File: src/common/tsc_pkg.sv
package tsc_pkg;

    localparam int NUM_REGS   = 4;
    localparam int DMEM_DEPTH = 256;   // Address uses the low 8 bits.

    typedef logic [15:0] word_t;
    typedef logic [1:0]  reg_idx_t;

    typedef enum logic [3:0] {
        OP_ADI = 4'd4,
        OP_LHI = 4'd6,
        OP_LWD = 4'd7,
        OP_SWD = 4'd8,
        OP_ALU = 4'd15                 // R type.
    } opcode_t;

    typedef enum logic [5:0] {
        FN_ADD = 6'd0,
        FN_SUB = 6'd1,
        FN_AND = 6'd2,
        FN_ORR = 6'd3,
        FN_WWD = 6'd28,
        FN_HLT = 6'd29
    } func_t;

    typedef enum logic [2:0] {
        ALU_ADD,
        ALU_SUB,
        ALU_AND,
        ALU_OR,
        ALU_PASS_B,                    // LHI.
        ALU_PASS_A                     // WWD.
    } alu_op_t;

    typedef struct packed {
        opcode_t  opcode;
        reg_idx_t rs;
        reg_idx_t rt;
        reg_idx_t rd;
        func_t    func;
    } r_format_t;

    typedef struct packed {
        opcode_t    opcode;
        reg_idx_t   rs;
        reg_idx_t   rt;
        logic [7:0] imm;
    } i_format_t;

    typedef union packed {
        r_format_t r;
        i_format_t i;
    } instr_word_t;

endpackage
File: src/common/pipe_if.sv
`timescale 1ns/1ps

interface pipe_if
    import tsc_pkg::*;
();

    logic     valid;
    reg_idx_t rd;
    logic     reg_write;
    logic     mem_to_reg;
    logic     mem_read;
    logic     mem_write;
    logic     is_wwd;
    logic     is_halt;
    alu_op_t  alu_op;
    word_t    a;
    word_t    b;
    word_t    store_data;
    word_t    result;          // ALU result, or load data after memory.

    modport source (
        output valid, rd,
        output reg_write, mem_to_reg, mem_read, mem_write,
        output is_wwd, is_halt,
        output alu_op,
        output a, b, store_data,
        output result
    );

    modport sink (
        input valid, rd,
        input reg_write, mem_to_reg, mem_read, mem_write,
        input is_wwd, is_halt,
        input alu_op,
        input a, b, store_data,
        input result
    );

endinterface

File: src/rtl/execute_stage.sv
`timescale 1ns/1ps

module execute_stage
    import tsc_pkg::*;
(
    input  logic   clk,
    input  logic   reset_n,
    pipe_if.sink   idex,
    pipe_if.source exmem
);

    word_t alu_y;

    // Memory address is rs plus imm through the adder.
    always_comb begin
        case (idex.alu_op)
            ALU_ADD:    alu_y = idex.a + idex.b;
            ALU_SUB:    alu_y = idex.a - idex.b;
            ALU_AND:    alu_y = idex.a & idex.b;
            ALU_OR:     alu_y = idex.a | idex.b;
            ALU_PASS_B: alu_y = idex.b;
            ALU_PASS_A: alu_y = idex.a;
            default:    alu_y = '0;
        endcase
    end

    always_ff @(posedge clk) begin
        if (reset_n) begin
            exmem.valid      <= 1'b0;
            exmem.reg_write  <= 1'b0;
            exmem.mem_to_reg <= 1'b0;
            exmem.mem_read   <= 1'b0;
            exmem.mem_write  <= 1'b0;
            exmem.is_wwd     <= 1'b0;
            exmem.is_halt    <= 1'b0;
            exmem.alu_op     <= ALU_ADD;
        end else begin
            exmem.valid      <= idex.valid;
            exmem.reg_write  <= idex.reg_write;
            exmem.mem_to_reg <= idex.mem_to_reg;
            exmem.mem_read   <= idex.mem_read;
            exmem.mem_write  <= idex.mem_write;
            exmem.is_wwd     <= idex.is_wwd;
            exmem.is_halt    <= idex.is_halt;
            exmem.alu_op     <= idex.alu_op;
        end
    end

    always_ff @(posedge clk) begin
        exmem.rd         <= idex.rd;
        exmem.a          <= idex.a;
        exmem.b          <= idex.b;
        exmem.store_data <= idex.store_data;   // rt value for SWD.
        exmem.result     <= alu_y;
    end

    a_one_mem_op: assert property (
        @(posedge clk) disable iff (reset_n)
        idex.valid |-> !(idex.mem_read && idex.mem_write)
    );

endmodule

File: src/flat_wrapper.sv
// flat-port wrapper written by rule: the top's interface ports become plain ports
module execute_stage_flat import tsc_pkg::*;
  (clk, reset_n, idex_valid, idex_rd, idex_reg_write, idex_mem_to_reg, idex_mem_read, idex_mem_write, idex_is_wwd, idex_is_halt, idex_alu_op, idex_a, idex_b, idex_store_data, idex_result, exmem_valid, exmem_rd, exmem_reg_write, exmem_mem_to_reg, exmem_mem_read, exmem_mem_write, exmem_is_wwd, exmem_is_halt, exmem_alu_op, exmem_a, exmem_b, exmem_store_data, exmem_result);
  pipe_if idex_i ();
  pipe_if exmem_i ();
  input  logic clk;
  input  logic reset_n;
  input wire logic [$bits(idex_i.valid)-1:0] idex_valid;
  input wire logic [$bits(idex_i.rd)-1:0] idex_rd;
  input wire logic [$bits(idex_i.reg_write)-1:0] idex_reg_write;
  input wire logic [$bits(idex_i.mem_to_reg)-1:0] idex_mem_to_reg;
  input wire logic [$bits(idex_i.mem_read)-1:0] idex_mem_read;
  input wire logic [$bits(idex_i.mem_write)-1:0] idex_mem_write;
  input wire logic [$bits(idex_i.is_wwd)-1:0] idex_is_wwd;
  input wire logic [$bits(idex_i.is_halt)-1:0] idex_is_halt;
  input wire logic [$bits(idex_i.alu_op)-1:0] idex_alu_op;
  input wire logic [$bits(idex_i.a)-1:0] idex_a;
  input wire logic [$bits(idex_i.b)-1:0] idex_b;
  input wire logic [$bits(idex_i.store_data)-1:0] idex_store_data;
  input wire logic [$bits(idex_i.result)-1:0] idex_result;
  output wire logic [$bits(exmem_i.valid)-1:0] exmem_valid;
  output wire logic [$bits(exmem_i.rd)-1:0] exmem_rd;
  output wire logic [$bits(exmem_i.reg_write)-1:0] exmem_reg_write;
  output wire logic [$bits(exmem_i.mem_to_reg)-1:0] exmem_mem_to_reg;
  output wire logic [$bits(exmem_i.mem_read)-1:0] exmem_mem_read;
  output wire logic [$bits(exmem_i.mem_write)-1:0] exmem_mem_write;
  output wire logic [$bits(exmem_i.is_wwd)-1:0] exmem_is_wwd;
  output wire logic [$bits(exmem_i.is_halt)-1:0] exmem_is_halt;
  output wire logic [$bits(exmem_i.alu_op)-1:0] exmem_alu_op;
  output wire logic [$bits(exmem_i.a)-1:0] exmem_a;
  output wire logic [$bits(exmem_i.b)-1:0] exmem_b;
  output wire logic [$bits(exmem_i.store_data)-1:0] exmem_store_data;
  output wire logic [$bits(exmem_i.result)-1:0] exmem_result;
  assign idex_i.valid = idex_valid;
  assign idex_i.rd = idex_rd;
  assign idex_i.reg_write = idex_reg_write;
  assign idex_i.mem_to_reg = idex_mem_to_reg;
  assign idex_i.mem_read = idex_mem_read;
  assign idex_i.mem_write = idex_mem_write;
  assign idex_i.is_wwd = idex_is_wwd;
  assign idex_i.is_halt = idex_is_halt;
  assign idex_i.alu_op = idex_alu_op;
  assign idex_i.a = idex_a;
  assign idex_i.b = idex_b;
  assign idex_i.store_data = idex_store_data;
  assign idex_i.result = idex_result;
  assign exmem_valid = exmem_i.valid;
  assign exmem_rd = exmem_i.rd;
  assign exmem_reg_write = exmem_i.reg_write;
  assign exmem_mem_to_reg = exmem_i.mem_to_reg;
  assign exmem_mem_read = exmem_i.mem_read;
  assign exmem_mem_write = exmem_i.mem_write;
  assign exmem_is_wwd = exmem_i.is_wwd;
  assign exmem_is_halt = exmem_i.is_halt;
  assign exmem_alu_op = exmem_i.alu_op;
  assign exmem_a = exmem_i.a;
  assign exmem_b = exmem_i.b;
  assign exmem_store_data = exmem_i.store_data;
  assign exmem_result = exmem_i.result;
  execute_stage u_core (.clk(clk), .reset_n(reset_n), .idex(idex_i), .exmem(exmem_i));
endmodule
File: config.mk
export PLATFORM = sky130hd
export DESIGN_NAME = execute_stage_flat
export DESIGN_NICKNAME = d
export VERILOG_FILES = /design/src/common/tsc_pkg.sv /design/src/common/pipe_if.sv /design/src/rtl/execute_stage.sv /design/src/flat_wrapper.sv
export SDC_FILE = /design/constraint.sdc
export NUM_CORES = 1
export LEC_CHECK = 0
export BUFFER_PORTS_ARGS = -buffer_cell sky130_fd_sc_hd__buf_2
export CORE_MARGIN = 4
export CORE_UTILIZATION = 46
export CTS_CLUSTER_SIZE = 12
export DETAILED_ROUTE_END_ITERATION = 7
export PLACE_DENSITY = 0.9
export SLEW_MARGIN = 40
export SYNTH_ARGS = -nofsm -noshare
export SYNTH_HDL_FRONTEND = slang
export SYNTH_SLANG_ARGS = --single-unit
File: constraint.sdc
create_clock -name clk -period 3 [get_ports clk]
set_clock_uncertainty 0.15 [all_clocks]
set_input_delay 0 -clock clk [delete_from_list [all_inputs] [get_ports clk]]
set_output_delay 0 -clock clk [all_outputs]
set_load 0.01 [all_outputs]
==> out/metrics.json, run 1 <==
{
  "hold_path_depth": 4,
  "pin_count": 154,
  "first_global_vias": 3300,
  "pre_cts_slack_ns": 0.178,
  "floorplan.die.height_um": 92.5,
  "synth_area_per_cell_um2": 9.79,
  "yosys-top-cells-area": "sky130_fd_sc_hd__dfxtp_1, sky130_fd_sc_hd__ha_1, sky130_fd_sc_hd__xnor2_1",
  "ant_nets": 0,
  "post_cts_clock_slew_at_the_launch_and_capture_registers_of_the_worst_setup_and_hold_paths_ns": 0.08,
  "grt_start_max_net_pins": 26,
  "min_period_over_period_pct": 94.0,
  "grt_use_total_pct": 23.7,
  "synth_flop_cell": "sky130_fd_sc_hd__dfxtp_1",
  "finalWirelength_um": 10300,
  "fp.coreArea_um2": 6870,
  "row_count": 30,
  "p_comb_share_pct": 25.9,
  "areaGrowthSynthToFinish_pct": 53.5,
  "drcViolationCount": 0,
  "ir_worst_vdd_mv": 0.281,
  "final_count_of_hold_timing_violations": 0,
  "grt_first_pass_wirelength_um": 16100,
  "synthesis.area_um2": 3280,
  "synth_largest_area_cell": "sky130_fd_sc_hd__dfxtp_1",
  "sw_frac_of_total_pct": 29.3,
  "ys_types": 42,
  "cts.htree.levels": 3,
  "power.static_leakage_nw": 2.36,
  "synth_edf_count": 0,
  "share_seq_of_total_power_pct": 43.7,
  "hpwlAfterDp_um": 6430,
  "critical_path_peak_fanout": 6,
  "ys_ff_latch": 76,
  "start_util_pct": 47.8,
  "finalWeightedCongestion": 0.872,
  "crit_start": "idex_alu_op[1]",
  "drt_wl_cell_um": 15.9,
  "count_of_input_and_output_buffers": 137,
  "net_load_switching_power_w": 0.000738,
  "detailedRoute.firstPassIterationCount": 4,
  "status": "finished, final reports clean",
  "grt_overflow_total": 0,
  "tritoncts_num_sinks": 76,
  "postLayoutSetupSlackWorst_ns": 0.179,
  "yosysTopAreaCellShare_pct": 46.4,
  "synth-warning-count": 0,
  "clock_tree.buffer_depth": 2,
  "max-slew-margin-rel_pct": 65.2,
  "crit_arrival_ns": 2.91,
  "dr.first_iter.drc_count": 257,
  "critical_path.endpoint_type": "register",
  "fmax_mhz": 355,
  "power.share.clock_pct": 30.4,
  "synth.top_cells.by_count": "sky130_fd_sc_hd__dfxtp_1, sky130_fd_sc_hd__nand2_1, sky130_fd_sc_hd__a21oi_1, sky130_fd_sc_hd__o21ai_0, sky130_fd_sc_hd__xnor2_1",
  "drive_above_1_share_pct": 31.5,
  "vias_per_cell": 5.07,
  "finalCriticalPeriod_ns": 2.82,
  "placed_area_um2": 4090,
  "post_synthesis_sequential_area_ratio_pct": 46.4,
  "fin_area_um2": 5030,
  "hold_endpoint": "u_core.exmem.result[1]$_DFF_P_",
  "intPower_w": 0.00178,
  "crit_type": "input pin to register",
  "setup_viols_final": 0,
  "setup_total_negative_slack_ns": 0,
  "final_max_slew_viol_count": 0,
  "clock-root-buffer": "sky130_fd_sc_hd__clkbuf_8",
  "worst_pin_slew_ns": 0.521,
  "layout.nets": 645,
  "hold_start": "idex_b[1]",
  "max_cap_viol_count": 0,
  "worstHoldPathType": "input pin to register",
  "power.density_cell_area_nw_per_um2": 501,
  "yosysMostFrequentCell": "sky130_fd_sc_hd__dfxtp_1",
  "cts-buffers-inserted": 9,
  "via_count": 3292,
  "cp_data_required_time_ns": 3.09,
  "synth_nets": 432,
  "antenna_violations_before_repair": 0,
  "die_w_um": 92.5,
  "antenna-diode-count": 0,
  "setup.worst_path.start_class": "input pin",
  "synth-async-reset-ratio_pct": 0,
  "synthCells": 335,
  "cts_tree": "yes",
  "die_area_um2": 8550
}
## worst max path at each step
| stage | to | depth (start not counted) |
|---|---|---|
| after floorplan | u_core.exmem.result[12]$_DFF_P_ | 12 |
| after global placement | u_core.exmem.result[14]$_DFF_P_ | 12 |
| after detailed placement | u_core.exmem.result[13]$_DFF_P_ | 12 |
| after CTS | u_core.exmem.result[13]$_DFF_P_ | 13 |
| after global routing | u_core.exmem.result[14]$_DFF_P_ | 12 |
| final | u_core.exmem.result[12]$_DFF_P_ | 13 |
## power groups by stage
stage,Sequential [W],Combinational [W],Clock (W)
2_1_floorplan,0.00117,0.000302,0
3_3_place_gp,0.00112,0.000536,0
3_5_place_dp,0.00112,0.000552,0
4_1_cts,0.00110,0.000629,0.000770
5_1_grt,0.00111,0.000715,0.000821
6_report,0.00110,0.000654,0.000766
## cell families after synthesis
family	share of synthesized area (%)
AO/OA/AOI/OAI	13.8
XOR/XNOR	7.48
adder cells (fa/ha/maj)	11.7
buffers and inverters	2.29
flip-flops	46.4
multiplexers	5.53
AND/OR/NAND/NOR	12.8
## metrics by stage
stage                     hold WS [ns]  instances  util, %  total power (W)
after floorplan                 -0.122        335        -          0.00147
after global placement         -0.0477        562     59.5          0.00166
after detailed placement       -0.0464        562     59.5          0.00167
after CTS                       0.0334        648     72.5          0.00250
after global routing            0.0766        649     73.3          0.00264
final                           0.0439        649     73.3          0.00252
## repair_timing
| action | in CTS | in global routing |
|---|---|---|
| gates resized for setup | 0 | 14 |
| hold buffers | 70 | 1 |
| setup endpoints to repair | 0 | 7 |
| setup buffers | 0 | 2 |
| endpoints found under the hold margin | 75 | 1 |
## cell type report
cell class | count | area, um^2
flip-flops and latches | 76 | 1520
fillers | 518 | 1830
inverters | 8 | 30.0
multi-input cells | 239 | 1720
repair buffers | 214 | 1450
clock inverters | 6 | 62.6
clock buffers | 10 | 128
well taps | 96 | 120
## routing by layer
layer	GRT usage, %	vias to the layer above	share of wire, %
li1	-	1597	-
met3	6.01	16	7.6
met2	41.2	144	50
met5	0	-	0
met1	27.6	1535	40
met4	10.1	0	1.7
## critical path: stages
cell	delay, ns
sky130_fd_sc_hd__dlygate4sd3_1	0.53
sky130_fd_sc_hd__buf_2	0.14
sky130_fd_sc_hd__nor2_2	0.20
sky130_fd_sc_hd__nand2_2	0.14
sky130_fd_sc_hd__nand2_1	0.10
sky130_fd_sc_hd__o21ai_0	0.14
sky130_fd_sc_hd__fa_1	0.45
sky130_fd_sc_hd__nand2b_1	0.21
sky130_fd_sc_hd__a21oi_1	0.26
sky130_fd_sc_hd__o22ai_1	0.19
sky130_fd_sc_hd__o21bai_2	0.24
sky130_fd_sc_hd__a21oi_1	0.10
sky130_fd_sc_hd__a211o_1	0.23
## placed cells by master (no fill, tap or decap), types with 2 or more instances in the layout
cell type and n:
sky130_fd_sc_hd__dlygate4sd3_1 70, sky130_fd_sc_hd__o21ai_0 20, sky130_fd_sc_hd__nand2_1 33, sky130_fd_sc_hd__nor3_1 3, sky130_fd_sc_hd__a31oi_1 5, sky130_fd_sc_hd__o21ai_1 2, sky130_fd_sc_hd__buf_2 135, sky130_fd_sc_hd__inv_1 8
sky130_fd_sc_hd__o31ai_1 2, sky130_fd_sc_hd__a21oi_1 19, sky130_fd_sc_hd__nor2_1 17, sky130_fd_sc_hd__o221ai_1 6, sky130_fd_sc_hd__xnor2_1 21, sky130_fd_sc_hd__dfxtp_1 76, sky130_fd_sc_hd__a21boi_0 2, sky130_fd_sc_hd__buf_4 8
sky130_fd_sc_hd__mux2i_1 17, sky130_fd_sc_hd__a21oi_2 4, sky130_fd_sc_hd__ha_1 17, sky130_fd_sc_hd__o211ai_1 3, sky130_fd_sc_hd__o22ai_1 2, sky130_fd_sc_hd__and2_1 3, sky130_fd_sc_hd__clkinv_2 3, sky130_fd_sc_hd__maj3_1 14
sky130_fd_sc_hd__xor2_1 7, sky130_fd_sc_hd__nand3_1 3, sky130_fd_sc_hd__clkbuf_8 9, sky130_fd_sc_hd__nor2b_1 13, sky130_fd_sc_hd__or4_4 2, sky130_fd_sc_hd__nand2b_1 5
Power figures use the tool's default switching activity.
==> inputs of run 2 (changes only) <==
--- a/config.mk
+++ b/config.mk
@@ -11,6 +11,7 @@
 export CTS_CLUSTER_SIZE = 12
 export DETAILED_ROUTE_END_ITERATION = 7
 export PLACE_DENSITY = 0.9
+export RECOVER_POWER = 25
 export SLEW_MARGIN = 40
 export SYNTH_ARGS = -nofsm -noshare
 export SYNTH_HDL_FRONTEND = slang
==> out/metrics.json, run 2 (synthesis gave the netlist of run 1 again) <==
{
  "worst_pin_slew": {"value": 0.531, "unit": "ns", "change": "+0.0102 ns"},
  "postLayoutSetupSlackWorst": {"value": 0.192, "unit": "ns", "change": "+0.0128 ns"},
  "final_count_of_hold_timing_violations": {"value": 0, "change": "unchanged"},
  "finalCriticalPeriod": {"value": 2.81, "unit": "ns", "change": "-0.0128 ns"},
  "ant_nets": {"value": 0, "change": "unchanged"},
  "pre_cts_slack": {"value": 0.178, "unit": "ns", "change": "unchanged"},
  "status": "finished, final reports clean",
  "min_period_over_period": {"value": 93.6, "unit": "%", "change": "-0.43 points"},
  "finalWeightedCongestion": {"value": 0.872, "change": "unchanged"},
  "cts.htree.levels": {"value": 3, "change": "unchanged"},
  "max_cap_viol_count": {"value": 0, "change": "unchanged"},
  "pin_count": {"value": 154, "change": "unchanged"},
  "final_max_slew_viol_count": {"value": 0, "change": "unchanged"},
  "cts-buffers-inserted": {"value": 9, "change": "unchanged"},
  "cp_data_required_time": {"value": 3.08, "unit": "ns", "change": "about the same"},
  "layout.nets": {"value": 645, "change": "unchanged"},
  "die_w": {"value": 92.5, "unit": "um", "change": "unchanged"},
  "clock_tree.buffer_depth": {"value": 2, "change": "unchanged"},
  "tritoncts_num_sinks": {"value": 76, "change": "unchanged"},
  "count_of_input_and_output_buffers": {"value": 137, "change": "unchanged"},
  "fmax": {"value": 356, "unit": "MHz", "change": "+0.46%"},
  "detailedRoute.firstPassIterationCount": {"value": 4, "change": "unchanged"},
  "row_count": {"value": 30, "change": "unchanged"},
  "floorplan.die.height": {"value": 92.5, "unit": "um", "change": "unchanged"},
  "final_util": {"value": 73.0, "unit": "%", "change": "-0.35 points"},
  "critical_path.endpoint_type": "register",
  "setup.worst_path.start_class": "input pin",
  "power.static_leakage": {"value": 2.30, "unit": "nW", "change": "-2.2%"},
  "critical_path_peak_fanout": {"value": 6, "change": "unchanged"},
  "max-slew-margin-rel": {"value": 64.5, "unit": "%", "change": "-0.68 points"},
  "die_area": {"value": 8550, "unit": "um^2", "change": "unchanged"},
  "most-common-layout-cells": "sky130_fd_sc_hd__buf_2, sky130_fd_sc_hd__dfxtp_1, sky130_fd_sc_hd__dlygate4sd3_1",
  "areaGrowthSynthToFinish_pct": 52.7,
  "antenna_violations_before_repair": {"value": 0, "change": "unchanged"},
  "fin_area": {"value": 5010, "unit": "um^2", "change": "-0.47%"},
  "fill_cells": {"value": 530, "change": "+2.3%"},
  "grt_first_pass_wirelength": {"value": 16100, "unit": "um", "change": "unchanged"},
  "crit_arrival": {"value": 2.89, "unit": "ns", "change": "-0.02 ns"},
  "drt_wl_cell": {"value": 15.9, "unit": "um", "change": "+0.36%"},
  "power.density_cell_area": {"value": 502, "unit": "nW/um^2", "change": "+0.25%"},
  "grt_start_max_net_pins": {"value": 26, "change": "unchanged"},
  "hpwlAfterDp": {"value": 6430, "unit": "um", "change": "unchanged"},
  "via_count": {"value": 3291, "change": "-0.030%"},
  "drive_above_1_share": {"value": 28.0, "unit": "%", "change": "-3.4 points"},
  "start_util": {"value": 47.8, "unit": "%", "change": "unchanged"},
  "grt_use_total": {"value": 23.7, "unit": "%", "change": "unchanged"},
  "cts_tree": "yes",
  "vias_per_cell": {"value": 5.07, "change": "about the same"},
  "dr.first_iter.drc_count": {"value": 250, "change": "-2.7%"},
  "fp.coreArea": {"value": 6870, "unit": "um^2", "change": "unchanged"},
  "crit_type": "input pin to register",
  "finalWirelength": {"value": 10300, "unit": "um", "change": "+0.36%"},
  "placed_area": {"value": 4090, "unit": "um^2", "change": "unchanged"},
  "setup_viols_final": {"value": 0, "change": "unchanged"},
  "drcViolationCount": {"value": 0, "change": "unchanged"},
  "layout.cells.most_common": "sky130_fd_sc_hd__buf_2",
  "first_global_vias": {"value": 3300, "change": "unchanged"},
  "grt_overflow_total": {"value": 0, "change": "unchanged"},
  "antenna-diode-count": {"value": 0, "change": "unchanged"},
  "ir_worst_vdd": {"value": 0.281, "unit": "mV", "change": "about the same"},
  "clock-root-buffer": "sky130_fd_sc_hd__clkbuf_8",
  "post_cts_clock_slew_at_the_launch_and_capture_registers_of_the_worst_setup_and_hold_paths": {"value": 0.08, "unit": "ns", "change": "about the same"},
  "worstHoldPathType": "input pin to register"
}
==> run 2: cell count changes in the layout (fill, tap and decap cells not counted) <==
cell / before / now
sky130_fd_sc_hd__buf_2: 135 / 116
sky130_fd_sc_hd__clkbuf_1: 1 / 20
==> run 2: layout make-up <==
cell class	instances	area, um^2	area share, %
sequential	76	1520	30.4
multi-input combinational	239	1720	34.4
inverter	8	30.0	0.599
tap	96	120	2.40
clock inverter	6	62.6	1.25
clock buffer	10	128	2.55
timing repair buffer	214	1430	28.4
==> run 2: final timing paths <==
kind	start	to	slack, ns	depth (start not counted)
min	idex_b[1]	u_core.exmem.result[1]$_DFF_P_	0.05	4
max	idex_b[9]	u_core.exmem.result[15]$_DFF_P_	0.19	12
==> run 2: what timing repair did <==
| action | CTS | global route |
|---|---|---|
| buffers inserted | 0 | 2 |
| endpoints found under the hold margin | 75 | 1 |
| setup endpoints to repair | 0 | 7 |
| hold buffers | 70 | 1 |
| resized for setup | 0 | 14 |
==> run 2: layer usage <==
layer | global-route usage [%] | vias up | wire length (um)
met1 | 27.6 | 1527 | 4180
met2 | 41.2 | 148 | 5220
met4 | 10.1 | 0 | 182
met3 | 6.01 | 19 | 760
li1 | - | 1597 | -
met5 | 0 | - | 0
==> run 2: power breakdown <==
group | internal (W) | total [W] | switching [W]
clock network | 0.000385 | 0.000763 | 0.000378
registers | 0.00108 | 0.00110 | 0.0000177
logic | 0.000311 | 0.000651 | 0.000340
total | 0.00178 | 0.00251 | 0.000736
==> run 2: critical path, cell delays in order <==
cell                            delay (ns)
sky130_fd_sc_hd__dlygate4sd3_1        0.64
sky130_fd_sc_hd__or4_4                0.61
sky130_fd_sc_hd__nor3_4               0.24
sky130_fd_sc_hd__a31oi_1              0.13
sky130_fd_sc_hd__xnor2_1              0.15
sky130_fd_sc_hd__ha_1                 0.36
sky130_fd_sc_hd__nand2_1              0.06
sky130_fd_sc_hd__o21ai_0              0.23
sky130_fd_sc_hd__nor2_1               0.07
sky130_fd_sc_hd__a21oi_1              0.18
sky130_fd_sc_hd__xnor2_1              0.14
sky130_fd_sc_hd__o21ai_1              0.07
==> run 2: stage by stage <==
step | cells | power [W] | TNS (ns) | hold slack (ns)
floorplan | 335 | 0.00147 | 0 | -0.122
global placement | 562 | 0.00166 | 0 | -0.0477
detailed placement | 562 | 0.00167 | 0 | -0.0464
CTS | 648 | 0.00250 | 0 | 0.0334
global route | 649 | 0.00264 | -0.0112 | 0.0766
finish | 649 | 0.00251 | 0 | 0.0502
