## src/common/tsc_pkg.sv

```systemverilog
package tsc_pkg;

    localparam int NUM_REGS   = 4;
    localparam int DMEM_DEPTH = 256;   // Address uses the low 8 bits.

    typedef logic [15:0] word_t;
    typedef logic [1:0]  reg_idx_t;

    typedef enum logic [3:0] {
        OP_ADI = 4'd4,
        OP_LHI = 4'd6,
        OP_LWD = 4'd7,
        OP_SWD = 4'd8,
        OP_ALU = 4'd15                 // R type.
    } opcode_t;

    typedef enum logic [5:0] {
        FN_ADD = 6'd0,
        FN_SUB = 6'd1,
        FN_AND = 6'd2,
        FN_ORR = 6'd3,
        FN_WWD = 6'd28,
        FN_HLT = 6'd29
    } func_t;

    typedef enum logic [2:0] {
        ALU_ADD,
        ALU_SUB,
        ALU_AND,
        ALU_OR,
        ALU_PASS_B,                    // LHI.
        ALU_PASS_A                     // WWD.
    } alu_op_t;

    typedef struct packed {
        opcode_t  opcode;
        reg_idx_t rs;
        reg_idx_t rt;
        reg_idx_t rd;
        func_t    func;
    } r_format_t;

    typedef struct packed {
        opcode_t    opcode;
        reg_idx_t   rs;
        reg_idx_t   rt;
        logic [7:0] imm;
    } i_format_t;

    typedef union packed {
        r_format_t r;
        i_format_t i;
    } instr_word_t;

endpackage
```

## src/common/pipe_if.sv

```systemverilog
`timescale 1ns/1ps

interface pipe_if
    import tsc_pkg::*;
();

    logic     valid;
    reg_idx_t rd;
    logic     reg_write;
    logic     mem_to_reg;
    logic     mem_read;
    logic     mem_write;
    logic     is_wwd;
    logic     is_halt;
    alu_op_t  alu_op;
    word_t    a;
    word_t    b;
    word_t    store_data;
    word_t    result;          // ALU result, or load data after memory.

    modport source (
        output valid, rd,
        output reg_write, mem_to_reg, mem_read, mem_write,
        output is_wwd, is_halt,
        output alu_op,
        output a, b, store_data,
        output result
    );

    modport sink (
        input valid, rd,
        input reg_write, mem_to_reg, mem_read, mem_write,
        input is_wwd, is_halt,
        input alu_op,
        input a, b, store_data,
        input result
    );

endinterface

```

## src/rtl/writeback_stage.sv

```systemverilog
`timescale 1ns/1ps

module writeback_stage
    import tsc_pkg::*;
(
    input  logic     clk,
    input  logic     reset_n,
    pipe_if.sink     memwb,
    output logic     wb_en,
    output reg_idx_t wb_idx,
    output word_t    wb_data,
    output word_t    output_port,
    output logic     output_valid,
    output logic     halted,
    output word_t    num_inst
);

    logic retire;
    logic wwd_retire;

    assign retire     = memwb.valid;
    assign wwd_retire = memwb.valid && memwb.is_wwd;

    // Register file takes this at E3.
    assign wb_en   = memwb.valid && memwb.reg_write;
    assign wb_idx  = memwb.rd;
    assign wb_data = memwb.result;

    always_ff @(posedge clk) begin
        if (reset_n) begin
            output_port  <= '0;
            output_valid <= 1'b0;
        end else begin
            output_valid <= wwd_retire;   // One-cycle pulse.
            if (wwd_retire) begin
                output_port <= memwb.result;
            end
        end
    end

    always_ff @(posedge clk) begin
        if (reset_n) begin
            num_inst <= '0;
        end else if (retire) begin
            num_inst <= num_inst + 16'd1;
        end
    end

    always_ff @(posedge clk) begin
        if (reset_n) begin
            halted <= 1'b0;
        end else if (retire && memwb.is_halt) begin
            halted <= 1'b1;
        end
    end

    // Issue stops after HLT, so nothing may follow it here.
    a_no_retire_after_halt: assert property (
        @(posedge clk) disable iff (reset_n)
        halted |-> !memwb.valid
    );

endmodule

```

## src/flat_wrapper.sv

```systemverilog
// flat-port wrapper written by rule: the top's interface ports become plain ports
module writeback_stage_flat import tsc_pkg::*;
  (clk, reset_n, wb_en, wb_idx, wb_data, output_port, output_valid, halted, num_inst, memwb_valid, memwb_rd, memwb_reg_write, memwb_mem_to_reg, memwb_mem_read, memwb_mem_write, memwb_is_wwd, memwb_is_halt, memwb_alu_op, memwb_a, memwb_b, memwb_store_data, memwb_result);
  pipe_if memwb_i ();
  input  logic clk;
  input  logic reset_n;
  output logic wb_en;
  output reg_idx_t wb_idx;
  output word_t wb_data;
  output word_t output_port;
  output logic output_valid;
  output logic halted;
  output word_t num_inst;
  input wire logic [$bits(memwb_i.valid)-1:0] memwb_valid;
  input wire logic [$bits(memwb_i.rd)-1:0] memwb_rd;
  input wire logic [$bits(memwb_i.reg_write)-1:0] memwb_reg_write;
  input wire logic [$bits(memwb_i.mem_to_reg)-1:0] memwb_mem_to_reg;
  input wire logic [$bits(memwb_i.mem_read)-1:0] memwb_mem_read;
  input wire logic [$bits(memwb_i.mem_write)-1:0] memwb_mem_write;
  input wire logic [$bits(memwb_i.is_wwd)-1:0] memwb_is_wwd;
  input wire logic [$bits(memwb_i.is_halt)-1:0] memwb_is_halt;
  input wire logic [$bits(memwb_i.alu_op)-1:0] memwb_alu_op;
  input wire logic [$bits(memwb_i.a)-1:0] memwb_a;
  input wire logic [$bits(memwb_i.b)-1:0] memwb_b;
  input wire logic [$bits(memwb_i.store_data)-1:0] memwb_store_data;
  input wire logic [$bits(memwb_i.result)-1:0] memwb_result;
  assign memwb_i.valid = memwb_valid;
  assign memwb_i.rd = memwb_rd;
  assign memwb_i.reg_write = memwb_reg_write;
  assign memwb_i.mem_to_reg = memwb_mem_to_reg;
  assign memwb_i.mem_read = memwb_mem_read;
  assign memwb_i.mem_write = memwb_mem_write;
  assign memwb_i.is_wwd = memwb_is_wwd;
  assign memwb_i.is_halt = memwb_is_halt;
  assign memwb_i.alu_op = memwb_alu_op;
  assign memwb_i.a = memwb_a;
  assign memwb_i.b = memwb_b;
  assign memwb_i.store_data = memwb_store_data;
  assign memwb_i.result = memwb_result;
  writeback_stage u_core (.clk(clk), .reset_n(reset_n), .memwb(memwb_i), .wb_en(wb_en), .wb_idx(wb_idx), .wb_data(wb_data), .output_port(output_port), .output_valid(output_valid), .halted(halted), .num_inst(num_inst));
endmodule
```

## config.mk

```make
export PLATFORM = sky130hd
export DESIGN_NAME = writeback_stage_flat
export DESIGN_NICKNAME = d
export VERILOG_FILES = /design/src/common/tsc_pkg.sv /design/src/common/pipe_if.sv /design/src/rtl/writeback_stage.sv /design/src/flat_wrapper.sv
export SDC_FILE = /design/constraint.sdc
export NUM_CORES = 1
export LEC_CHECK = 0
export BUFFER_PORTS_ARGS = -buffer_cell sky130_fd_sc_hd__buf_4
export CELL_PAD_IN_SITES_DETAIL_PLACEMENT = 0
export CELL_PAD_IN_SITES_GLOBAL_PLACEMENT = 1
export CORE_ASPECT_RATIO = 0.75
export CORE_MARGIN = 5
export CORE_UTILIZATION = 26
export CTS_CLUSTER_SIZE = 40
export DETAILED_ROUTE_END_ITERATION = 6
export PLACE_DENSITY = 0.91
export SLEW_MARGIN = 10
export SYNTH_ARGS = -nofsm -noshare
export SYNTH_HDL_FRONTEND = slang
export SYNTH_SLANG_ARGS = --single-unit
export TNS_END_PERCENT = 1
```

## constraint.sdc

```tcl
create_clock -name clk -period 2.65 [get_ports clk]
set_input_delay 0.1325 -clock clk [delete_from_list [all_inputs] [get_ports clk]]
set_output_delay 0.1325 -clock clk [all_outputs]
set_load 0.02 [all_outputs]
```

==> results of run 1 <==
==> critical path, stage by stage (launching register included) <==
cell and delay, ns:
sky130_fd_sc_hd__dfxtp_1 0.41, sky130_fd_sc_hd__and4_1 0.47, sky130_fd_sc_hd__nand2_4 0.09, sky130_fd_sc_hd__or4_1 0.50, sky130_fd_sc_hd__a21oi_1 0.14
==> per-stage QoR <==
step                power [mW]  util, %  cell area, um^2
floorplan                0.645        -             1480
global placement         0.703     35.7             1930
detailed placement       0.706     35.7             1930
CTS                       1.31     38.4             2080
global route              1.35     38.4             2080
finish                    1.28     38.4             2080
==> cell families (layout without fill, tap and decap cells) <==
logic type	count (synthesis)	count (layout)
simple gates	74	74
flops	34	34
compound gates	27	27
buf+inv	27	80
xor+xnor	9	9
mux	2	2
fa+ha+maj	1	1
==> power by group <==
group          total [mW]  switching (mW)  internal (mW)
logic               0.154          0.0856         0.0684
clock network       0.591           0.190          0.401
registers           0.536         0.00939          0.527
==> flip-flops by register name, summed over array words and instances, names as in the netlist <==
signal and flops:
u_core.num_inst 16, u_core.output_port 16, u_core.output_valid 1, u_core.halted 1
==> cell usage in the layout, fill, tap and decap left out, types with 2 or more instances in the layout <==
cell | netlist | layout
sky130_fd_sc_hd__nand3_1 | 6 | 6
sky130_fd_sc_hd__nand4_1 | 4 | 4
sky130_fd_sc_hd__clkbuf_8 | 0 | 6
sky130_fd_sc_hd__or3_1 | 2 | 2
sky130_fd_sc_hd__o21ai_0 | 3 | 3
sky130_fd_sc_hd__xor2_1 | 8 | 8
sky130_fd_sc_hd__nor2_1 | 13 | 13
sky130_fd_sc_hd__a21oi_1 | 22 | 22
sky130_fd_sc_hd__or4_1 | 2 | 2
sky130_fd_sc_hd__and2_1 | 2 | 2
sky130_fd_sc_hd__bufinv_16 | 0 | 2
sky130_fd_sc_hd__buf_4 | 18 | 72
sky130_fd_sc_hd__dfxtp_1 | 34 | 34
sky130_fd_sc_hd__nand2_1 | 36 | 36
sky130_fd_sc_hd__o31ai_1 | 2 | 2
==> metal layers <==
layer / track usage, % / share of wire (%) / up-vias / routed length [um]
li1: - / - / 662 / -
met4: 2.34 / 0.31 / 0 / 11
met1: 12.2 / 45 / 608 / 1610
met5: 0 / 0 / - / 0
met3: 5.28 / 8.4 / 2 / 300
met2: 15.2 / 46 / 42 / 1660
==> worst max path at each step <==
stage	startpoint	to	slack, ns	depth (start not counted)
2_1_floorplan	u_core.num_inst[3]$_SDFFE_PP0P_	u_core.num_inst[14]$_SDFFE_PP0P_	1.06	5
3_3_place_gp	u_core.num_inst[3]$_SDFFE_PP0P_	u_core.num_inst[14]$_SDFFE_PP0P_	0.99	4
3_5_place_dp	u_core.num_inst[3]$_SDFFE_PP0P_	u_core.num_inst[14]$_SDFFE_PP0P_	1.02	4
4_1_cts	u_core.num_inst[3]$_SDFFE_PP0P_	u_core.num_inst[14]$_SDFFE_PP0P_	1.00	4
5_1_grt	u_core.num_inst[3]$_SDFFE_PP0P_	u_core.num_inst[15]$_SDFFE_PP0P_	0.89	4
6_report	u_core.num_inst[3]$_SDFFE_PP0P_	u_core.num_inst[14]$_SDFFE_PP0P_	0.99	4
==> cell type report <==
cell class	count	area, um^2	area share [%]
multi-input cells	113	618	29.8
clock buffers	6	82.6	3.98
clock inverters	2	60.1	2.89
well taps	75	93.8	4.52
repair buffers	72	541	26.0
flip-flops and latches	34	681	32.8
==> qor.txt, run 1 <==
result of the run - finished, final reports clean
largest area contributor in the synthesized netlist - sky130_fd_sc_hd__dfxtp_1
final number of setup-violating endpoints - 0
critical path class - register to register
half-perimeter wire length of the detailed placement result - 2640 um
per-instance average area after synthesis - 8.48 um^2
number of rows created at floorplan - 23
DR WL/cell - 11.9 um
flip-flop cell with the highest count after synthesis - sky130_fd_sc_hd__dfxtp_1
clock tree from TritonCTS - built
net count after synthesis - 253
vias after detailed routing - 1314
width of the die - 97.0 um
transition time at the pin with the least slew margin - 0.610 ns
clock skew - 0.00954 ns
crit path time final - 1.66 ns
share of the synthesized area in compound gates (AO/OA/AOI/OAI) - 9.50%
cell types with the highest counts after synthesis - 36 x sky130_fd_sc_hd__nand2_1, 34 x sky130_fd_sc_hd__dfxtp_1, 22 x sky130_fd_sc_hd__a21oi_1
static power due to leakage - 0.923 nW
share of flip-flops with an asynchronous set or reset after synthesis - 0%
DR DRC count - 0
synth warn - 0
data required time of the worst path - 2.87 ns
total CTS buffers - 5
simple-gate area share of the yosys netlist - 24.8%
Mapped Area - 0.00148 mm^2
post-synthesis share of cell area spent on xor and xnor gates - 5.34%
DR pass1 iterations - 4
average vias per placed instance - 4.35
DRT antenna net count - 0
sequential-to-total area share from yosys stat - 46.1%
arrival time reported for the critical path endpoint - 1.88 ns
layout overhead on the synthesized area - 40.7%
main combinational cell family by area after synthesis - simple AND/OR/NAND/NOR gates
cell chosen for the clock root - sky130_fd_sc_hd__clkbuf_8
RSZ-0062 raised after global routing - false
portion of synthesized cell area occupied by the leading cell type - 46.1%
r2r setup slk - 0.99 ns
final antenna diode count - 0
post-synthesis cell count - 174
Iteration-0 DRC Markers - 40
IR Drop Worst-Case VDD - 0.262 mV
initial antenna violation count - 0
H-tree lvl count - 2
vias in the first global route - 1237
cell with the most instances after synthesis - sky130_fd_sc_hd__nand2_1
multiplexer fraction of the synthesized cell area - 1.44%
cts-stage hold buffer count - 0
biggest area contributors in the synthesized netlist - sky130_fd_sc_hd__dfxtp_1 46%, sky130_fd_sc_hd__buf_4 9.2%, sky130_fd_sc_hd__nand2_1 9.2%
ratio of cells with drive above 1 in the final layout - 37.9%
final sum of negative setup slack - 0 ns
Worst R2R End - u_core.num_inst[14]$_SDFFE_PP0P_
RR Startpoint - u_core.num_inst[3]$_SDFFE_PP0P_
cell count of the worst hold path - 3
end point of the most critical hold path - u_core.halted$_SDFFE_PP0P_
Port-buffer cells - 72
worst-case setup margin in the final layout - 0.994 ns
number of synthesized register bits - 34
period utilization - 62.5%
power density relative to cell area - 617 mW/mm^2
insertion delay to the later sink of the worst-skew pair - 0.28 ns
overall die height - 75.2 um
Max Cap Violations - 0
number of clock sinks - 34
Max Freq - 0.604 GHz
global-route wire length before repair - 5820 um
count of distinct cell types in the synthesized netlist - 29
number of flops mapped to enable cells by yosys - 0
number of cells in the finished layout apart from fillers - 302
Post-layout nets - 305
slew margin rel. - 59.3%
final hold violations - 0
final-report max-slew violation count - 0
total instance count after detailed placement - 294
placement-stage worst setup slack - 1.02 ns
Tot GR Track Use - 9.84%
Critical Path Start Type - register
launch point of the worst hold path - memwb_is_halt
gr ovfl total - 0
fill cell count - 581
core area - 0.00541 mm^2
die area - 0.00730 mm^2
initial core utilization - 27.3%
post-CTS repair timing setup buffer count - 0
maximum root-to-sink buffer count - 2
post-CTS resize count - 0
Post-Route WL - 3580 um
number of primary I/O pins - 131
Clock Pin Slew Worst Setup and Hold Paths - 0.08 ns
Critical Path Sink Type - register
hold slack - 0.0763 ns
maximum number of pins on one net before global-route repair - 36
worst min-delay path category - primary input to register
Adder-Cell Fraction of Synth Area - 0.848%
RD Place Congestion - 0.658
maximum fanout along the worst path - 9
path depth of the worst reg2reg path - 4
Note: power is estimated with default switching activity, not from simulation.
==> run 2, diff against run 1 <==
- CORE_UTILIZATION: 26 -> 24
- PLACE_DENSITY: 0.91 -> 0.85
- clock period: 2.65 -> 1.6 ns (I/O delays scaled with it)
==> qor.txt, run 2 (synthesized netlist as in run 1, its figures left out) <==
critical path endpoint - u_core.num_inst[14]$_SDFFE_PP0P_
slew margin rel. - 75.0%
arrival time reported for the critical path endpoint - 1.70 ns
cell chain of the critical path - and4_2, nand2_4, or4_1, a21oi_1
hold slack - 0.0309 ns
gr ovfl total - 0
placement-stage worst setup slack - 0.0823 ns
RD Place Congestion - 0.691
average vias per placed instance - 4.26
number of buffers and inverters on the critical path - 0
maximum root-to-sink buffer count - 2
final hold violations - 0
RSZ-0062 raised after global routing - false
DR DRC count - 0
post-CTS repair timing setup buffer count - 0
overall die height - 77.9 um
power density relative to cell area - 912 mW/mm^2
die area - 0.00783 mm^2
clock skew - 0.00919 ns
vias after detailed routing - 1343
Worst R2R End - u_core.num_inst[14]$_SDFFE_PP0P_
fill cell count - 636
startpoint of the most critical setup path - u_core.num_inst[5]$_SDFFE_PP0P_
DRT antenna net count - 0
worst-case setup margin in the final layout - 0.112 ns
r2r setup slk - 0.11 ns
ratio of cells with drive above 1 in the final layout - 40.9%
slowest library cell on the worst path - sky130_fd_sc_hd__or4_1
initial core utilization - 25.1%
maximum fanout along the worst path - 6
period utilization - 93.0%
initial antenna violation count - 0
critical path's largest stage delay - 0.49 ns
Largest delay share family, worst path - simple AND/OR/NAND/NOR gates
number of rows created at floorplan - 24
area taken by flip-flops and latches - 681 um^2
core area - 0.00589 mm^2
worst min-delay path category - primary input to register
global-route wire length before repair - 6050 um
maximum number of pins on one net before global-route repair - 36
Clock Pin Slew Worst Setup and Hold Paths - 0.08 ns
crit path time final - 1.49 ns
half-perimeter wire length of the detailed placement result - 2880 um
RR Startpoint - u_core.num_inst[5]$_SDFFE_PP0P_
Post-layout nets - 316
path depth of the worst reg2reg path - 4
number of clock sinks - 34
Critical Path Sink Type - register
cell chosen for the clock root - sky130_fd_sc_hd__clkbuf_8
largest registers ranked by flip-flop count - u_core.num_inst x16, u_core.output_port x16
final number of setup-violating endpoints - 0
Max Freq - 0.672 GHz
clock tree from TritonCTS - built
Tot GR Track Use - 9.68%
layout overhead on the synthesized area - 44.6%
cts-stage hold buffer count - 0
Worst path depth - 4
data required time of the worst path - 1.81 ns
Port-buffer cells - 72
Post-Route WL - 3850 um
static power due to leakage - 0.968 nW
Critical Path Start Type - register
Max Cap Violations - 0
most common cell after layout, fill and taps aside - sky130_fd_sc_hd__buf_4
DR pass1 iterations - 4
DR WL/cell - 12.2 um
insertion delay to the later sink of the worst-skew pair - 0.28 ns
total instance count after detailed placement - 308
result of the run - finished, final reports clean
most used cells in the layout excluding fill and tap cells - 83 x sky130_fd_sc_hd__buf_4, 36 x sky130_fd_sc_hd__nand2_1, 34 x sky130_fd_sc_hd__dfxtp_1
transition time at the pin with the least slew margin - 0.376 ns
final antenna diode count - 0
vias in the first global route - 1290
area of the multi-input gates - 619 um^2
Iteration-0 DRC Markers - 29
number of primary I/O pins - 131
overall power of the completed layout - 1.95 mW
width of the die - 101 um
H-tree lvl count - 2
final sum of negative setup slack - 0 ns
total CTS buffers - 5
number of cells in the finished layout apart from fillers - 315
IR Drop Worst-Case VDD - 0.327 mV
critical path class - register to register
final-report max-slew violation count - 0
## run 2: where the power goes
part / switching (mW) / internal, mW / leakage (nW) / total [mW]
Clock: 0.297 / 0.498 / 0.0573 / 0.795
Sequential: 0.0152 / 0.873 / 0.277 / 0.888
Combinational: 0.145 / 0.118 / 0.635 / 0.263
Total: 0.457 / 1.49 / 0.968 / 1.95
## run 2: what timing repair did
item,4_1_cts,5_1_grt
setup endpoints to repair,0,4
resized for setup,0,2
hold endpoints to repair,0,0
## run 2: worst min-delay path: stages
cell	delay, ns
sky130_fd_sc_hd__buf_4	0.07
sky130_fd_sc_hd__a21oi_1	0.05
sky130_fd_sc_hd__nor2_1	0.07
## run 2: stage by stage
stage	area [um^2]	utilization (%)
floorplan	1480	-
global placement	2020	34.3
detailed placement	2020	34.3
CTS	2130	36.2
global route	2130	36.2
finish	2130	36.2
## run 2: how the worst min path moves through the flow
stage	from	end	cells past startpoint
finish	memwb_is_halt	u_core.halted$_SDFFE_PP0P_	3
global route	memwb_is_halt	u_core.halted$_SDFFE_PP0P_	3
CTS	memwb_is_halt	u_core.halted$_SDFFE_PP0P_	3
detailed placement	memwb_rd[0]	wb_idx[0]	0
global placement	memwb_rd[0]	wb_idx[0]	0
floorplan	memwb_result[0]	u_core.output_port[0]$_SDFFE_PP0P_	2
## run 2: routing by layer
layer / vias up / share of wire (%) / global-route usage, %
met2: 38 / 49 / 16.5
met3: 2 / 6.7 / 3.05
li1: 685 / - / -
met5: - / 0 / 0
met4: 0 / 0.94 / 3.63
met1: 618 / 43 / 11.3
## run 2: layout make-up
type | instances | area share [%]
flip-flops and latches | 34 | 31.9
repair buffers | 83 | 29.2
multi-input cells | 113 | 29.0
well taps | 78 | 4.57
clock buffers | 6 | 3.87
clock inverters | 1 | 1.41
==> run 3, diff against run 2 <==
- CORE_UTILIZATION: 24 -> 25
- CTS_BUF_LIST: not set -> sky130_fd_sc_hd__clkbuf_8
- PLACE_DENSITY: 0.85 -> 0.88
==> qor.txt, run 3 (synthesized netlist as in run 1, its figures left out) <==
Iteration-0 DRC Markers - 31
hold slack - 0.0236 ns
final number of setup-violating endpoints - 0
arrival time reported for the critical path endpoint - 1.72 ns
initial core utilization - 25.6%
post-CTS repair timing setup buffer count - 0
IR Drop Worst-Case VDD - 0.400 mV
H-tree lvl count - 2
sw power - 477 uW
ratio of cells with drive above 1 in the final layout - 40.9%
maximum fanout along the worst path - 6
gr ovfl total - 0
result of the run - finished, final reports clean
final sum of negative setup slack - 0 ns
sequential share of power - 41.6%
RSZ-0062 raised after global routing - false
crit path time final - 1.50 ns
share of power burned in combinational logic - 12.3%
DR DRC count - 0
worst min-delay path category - primary input to register
half-perimeter wire length of the detailed placement result - 2700 um
most common cell after layout, fill and taps aside - sky130_fd_sc_hd__buf_4
Post-Route WL - 3730 um
RD Place Congestion - 0.661
Critical Path Start Type - register
total CTS buffers - 5
clock skew - 0.00742 ns
DRT antenna net count - 0
insertion delay to the later sink of the worst-skew pair - 0.28 ns
core area - 0.00577 mm^2
global-route wire length before repair - 6130 um
maximum root-to-sink buffer count - 2
final antenna diode count - 0
number of primary I/O pins - 131
overall die height - 76.5 um
vias in the first global route - 1346
Clock Pin Slew Worst Setup and Hold Paths - 0.08 ns
transition time at the pin with the least slew margin - 0.388 ns
Critical Path Sink Type - register
DR pass1 iterations - 4
die area - 0.00755 mm^2
DR WL/cell - 11.8 um
power density relative to cell area - 989 mW/mm^2
average vias per placed instance - 4.28
most used cells in the layout excluding fill and tap cells - 82 x sky130_fd_sc_hd__buf_4, 36 x sky130_fd_sc_hd__nand2_1, 34 x sky130_fd_sc_hd__dfxtp_1
cell-internal power - 1.66 mW
share of power burned in the clock network - 46.1%
overall power of the completed layout - 2.13 mW
Tot GR Track Use - 9.83%
cts-stage hold buffer count - 0
number of clock sinks - 34
final hold violations - 0
largest registers ranked by flip-flop count - u_core.num_inst x16, u_core.output_port x16
width of the die - 98.7 um
slew margin rel. - 74.1%
path depth of the worst reg2reg path - 4
final-report max-slew violation count - 0
Post-layout nets - 315
cell count of the worst hold path - 3
Port-buffer cells - 72
static power due to leakage - 0.977 nW
layout overhead on the synthesized area - 46.1%
initial antenna violation count - 0
Max Freq - 0.665 GHz
Max Cap Violations - 0
number of rows created at floorplan - 24
vias after detailed routing - 1348
maximum number of pins on one net before global-route repair - 36
cell chosen for the clock root - sky130_fd_sc_hd__clkbuf_8
clock tree from TritonCTS - built
period utilization - 94.0%
data required time of the worst path - 1.81 ns
critical path class - register to register
fraction of power spent switching nets - 22.4%
==> run 3: changes by cell type in the layout (fill, tap and decap cells not counted), sizes merged <==
cell    delta
bufinv     +1
buf        -1
==> run 3: per-layer routing <==
metal  vias up  track usage, %  part of all wire, %
met4         0            2.59                 0.30
met1       634            11.4                   44
met2        32            16.7                   49
met5         -               0                    0
li1        680               -                    -
met3         2            4.12                  6.5
==> run 3: per-stage QoR <==
| stage | setup WS (ns) | utilization, % | std cells | area [um^2] |
|---|---|---|---|---|
| after floorplan | 0.0131 | - | 174 | 1480 |
| after global placement | 0.0676 | 34.9 | 307 | 2010 |
| after detailed placement | 0.0526 | 34.9 | 307 | 2010 |
| after CTS | 0.0234 | 37.4 | 315 | 2150 |
| after global routing | 0.0249 | 37.4 | 315 | 2160 |
| final | 0.0962 | 37.4 | 315 | 2160 |
==> run 3: power groups by stage <==
| stage | Sequential (mW) | Combinational, mW | Clock [mW] |
|---|---|---|---|
| floorplan | 0.939 | 0.130 | 0 |
| global placement | 0.906 | 0.264 | 0 |
| detailed placement | 0.907 | 0.267 | 0 |
| CTS | 0.887 | 0.267 | 1.02 |
| global route | 0.892 | 0.284 | 1.07 |
| finish | 0.887 | 0.262 | 0.982 |
==> run 3: worst max-delay path, cell delays in order (launching register included) <==
cell,delay [ns]
sky130_fd_sc_hd__dfxtp_1,0.37
sky130_fd_sc_hd__and4_2,0.35
sky130_fd_sc_hd__nand2_4,0.07
sky130_fd_sc_hd__or4_1,0.50
sky130_fd_sc_hd__a21oi_1,0.14
==> run 3: final cells by class <==
type,instances,area [um^2]
clock buffer,6,82.6
multi-input combinational,113,619
clock inverter,2,60.1
timing repair buffer,82,616
sequential,34,681
fill,612,3610
tap,78,97.6
==> run 3: final timing paths <==
path / startpoint / to / slack [ns]
min: memwb_is_halt / u_core.halted$_SDFFE_PP0P_ / 0.02
max: u_core.num_inst[5]$_SDFFE_PP0P_ / u_core.num_inst[14]$_SDFFE_PP0P_ / 0.1
max reg2reg: u_core.num_inst[5]$_SDFFE_PP0P_ / u_core.num_inst[14]$_SDFFE_PP0P_ / 0.1
min reg2reg: u_core.output_port[4]$_SDFFE_PP0P_ / u_core.output_port[4]$_SDFFE_PP0P_ / 0.45
==> run 3: repair_timing <==
item,CTS,global route
setup endpoints to repair,0,2
gates resized for setup,0,2
endpoints found under the hold margin,0,0
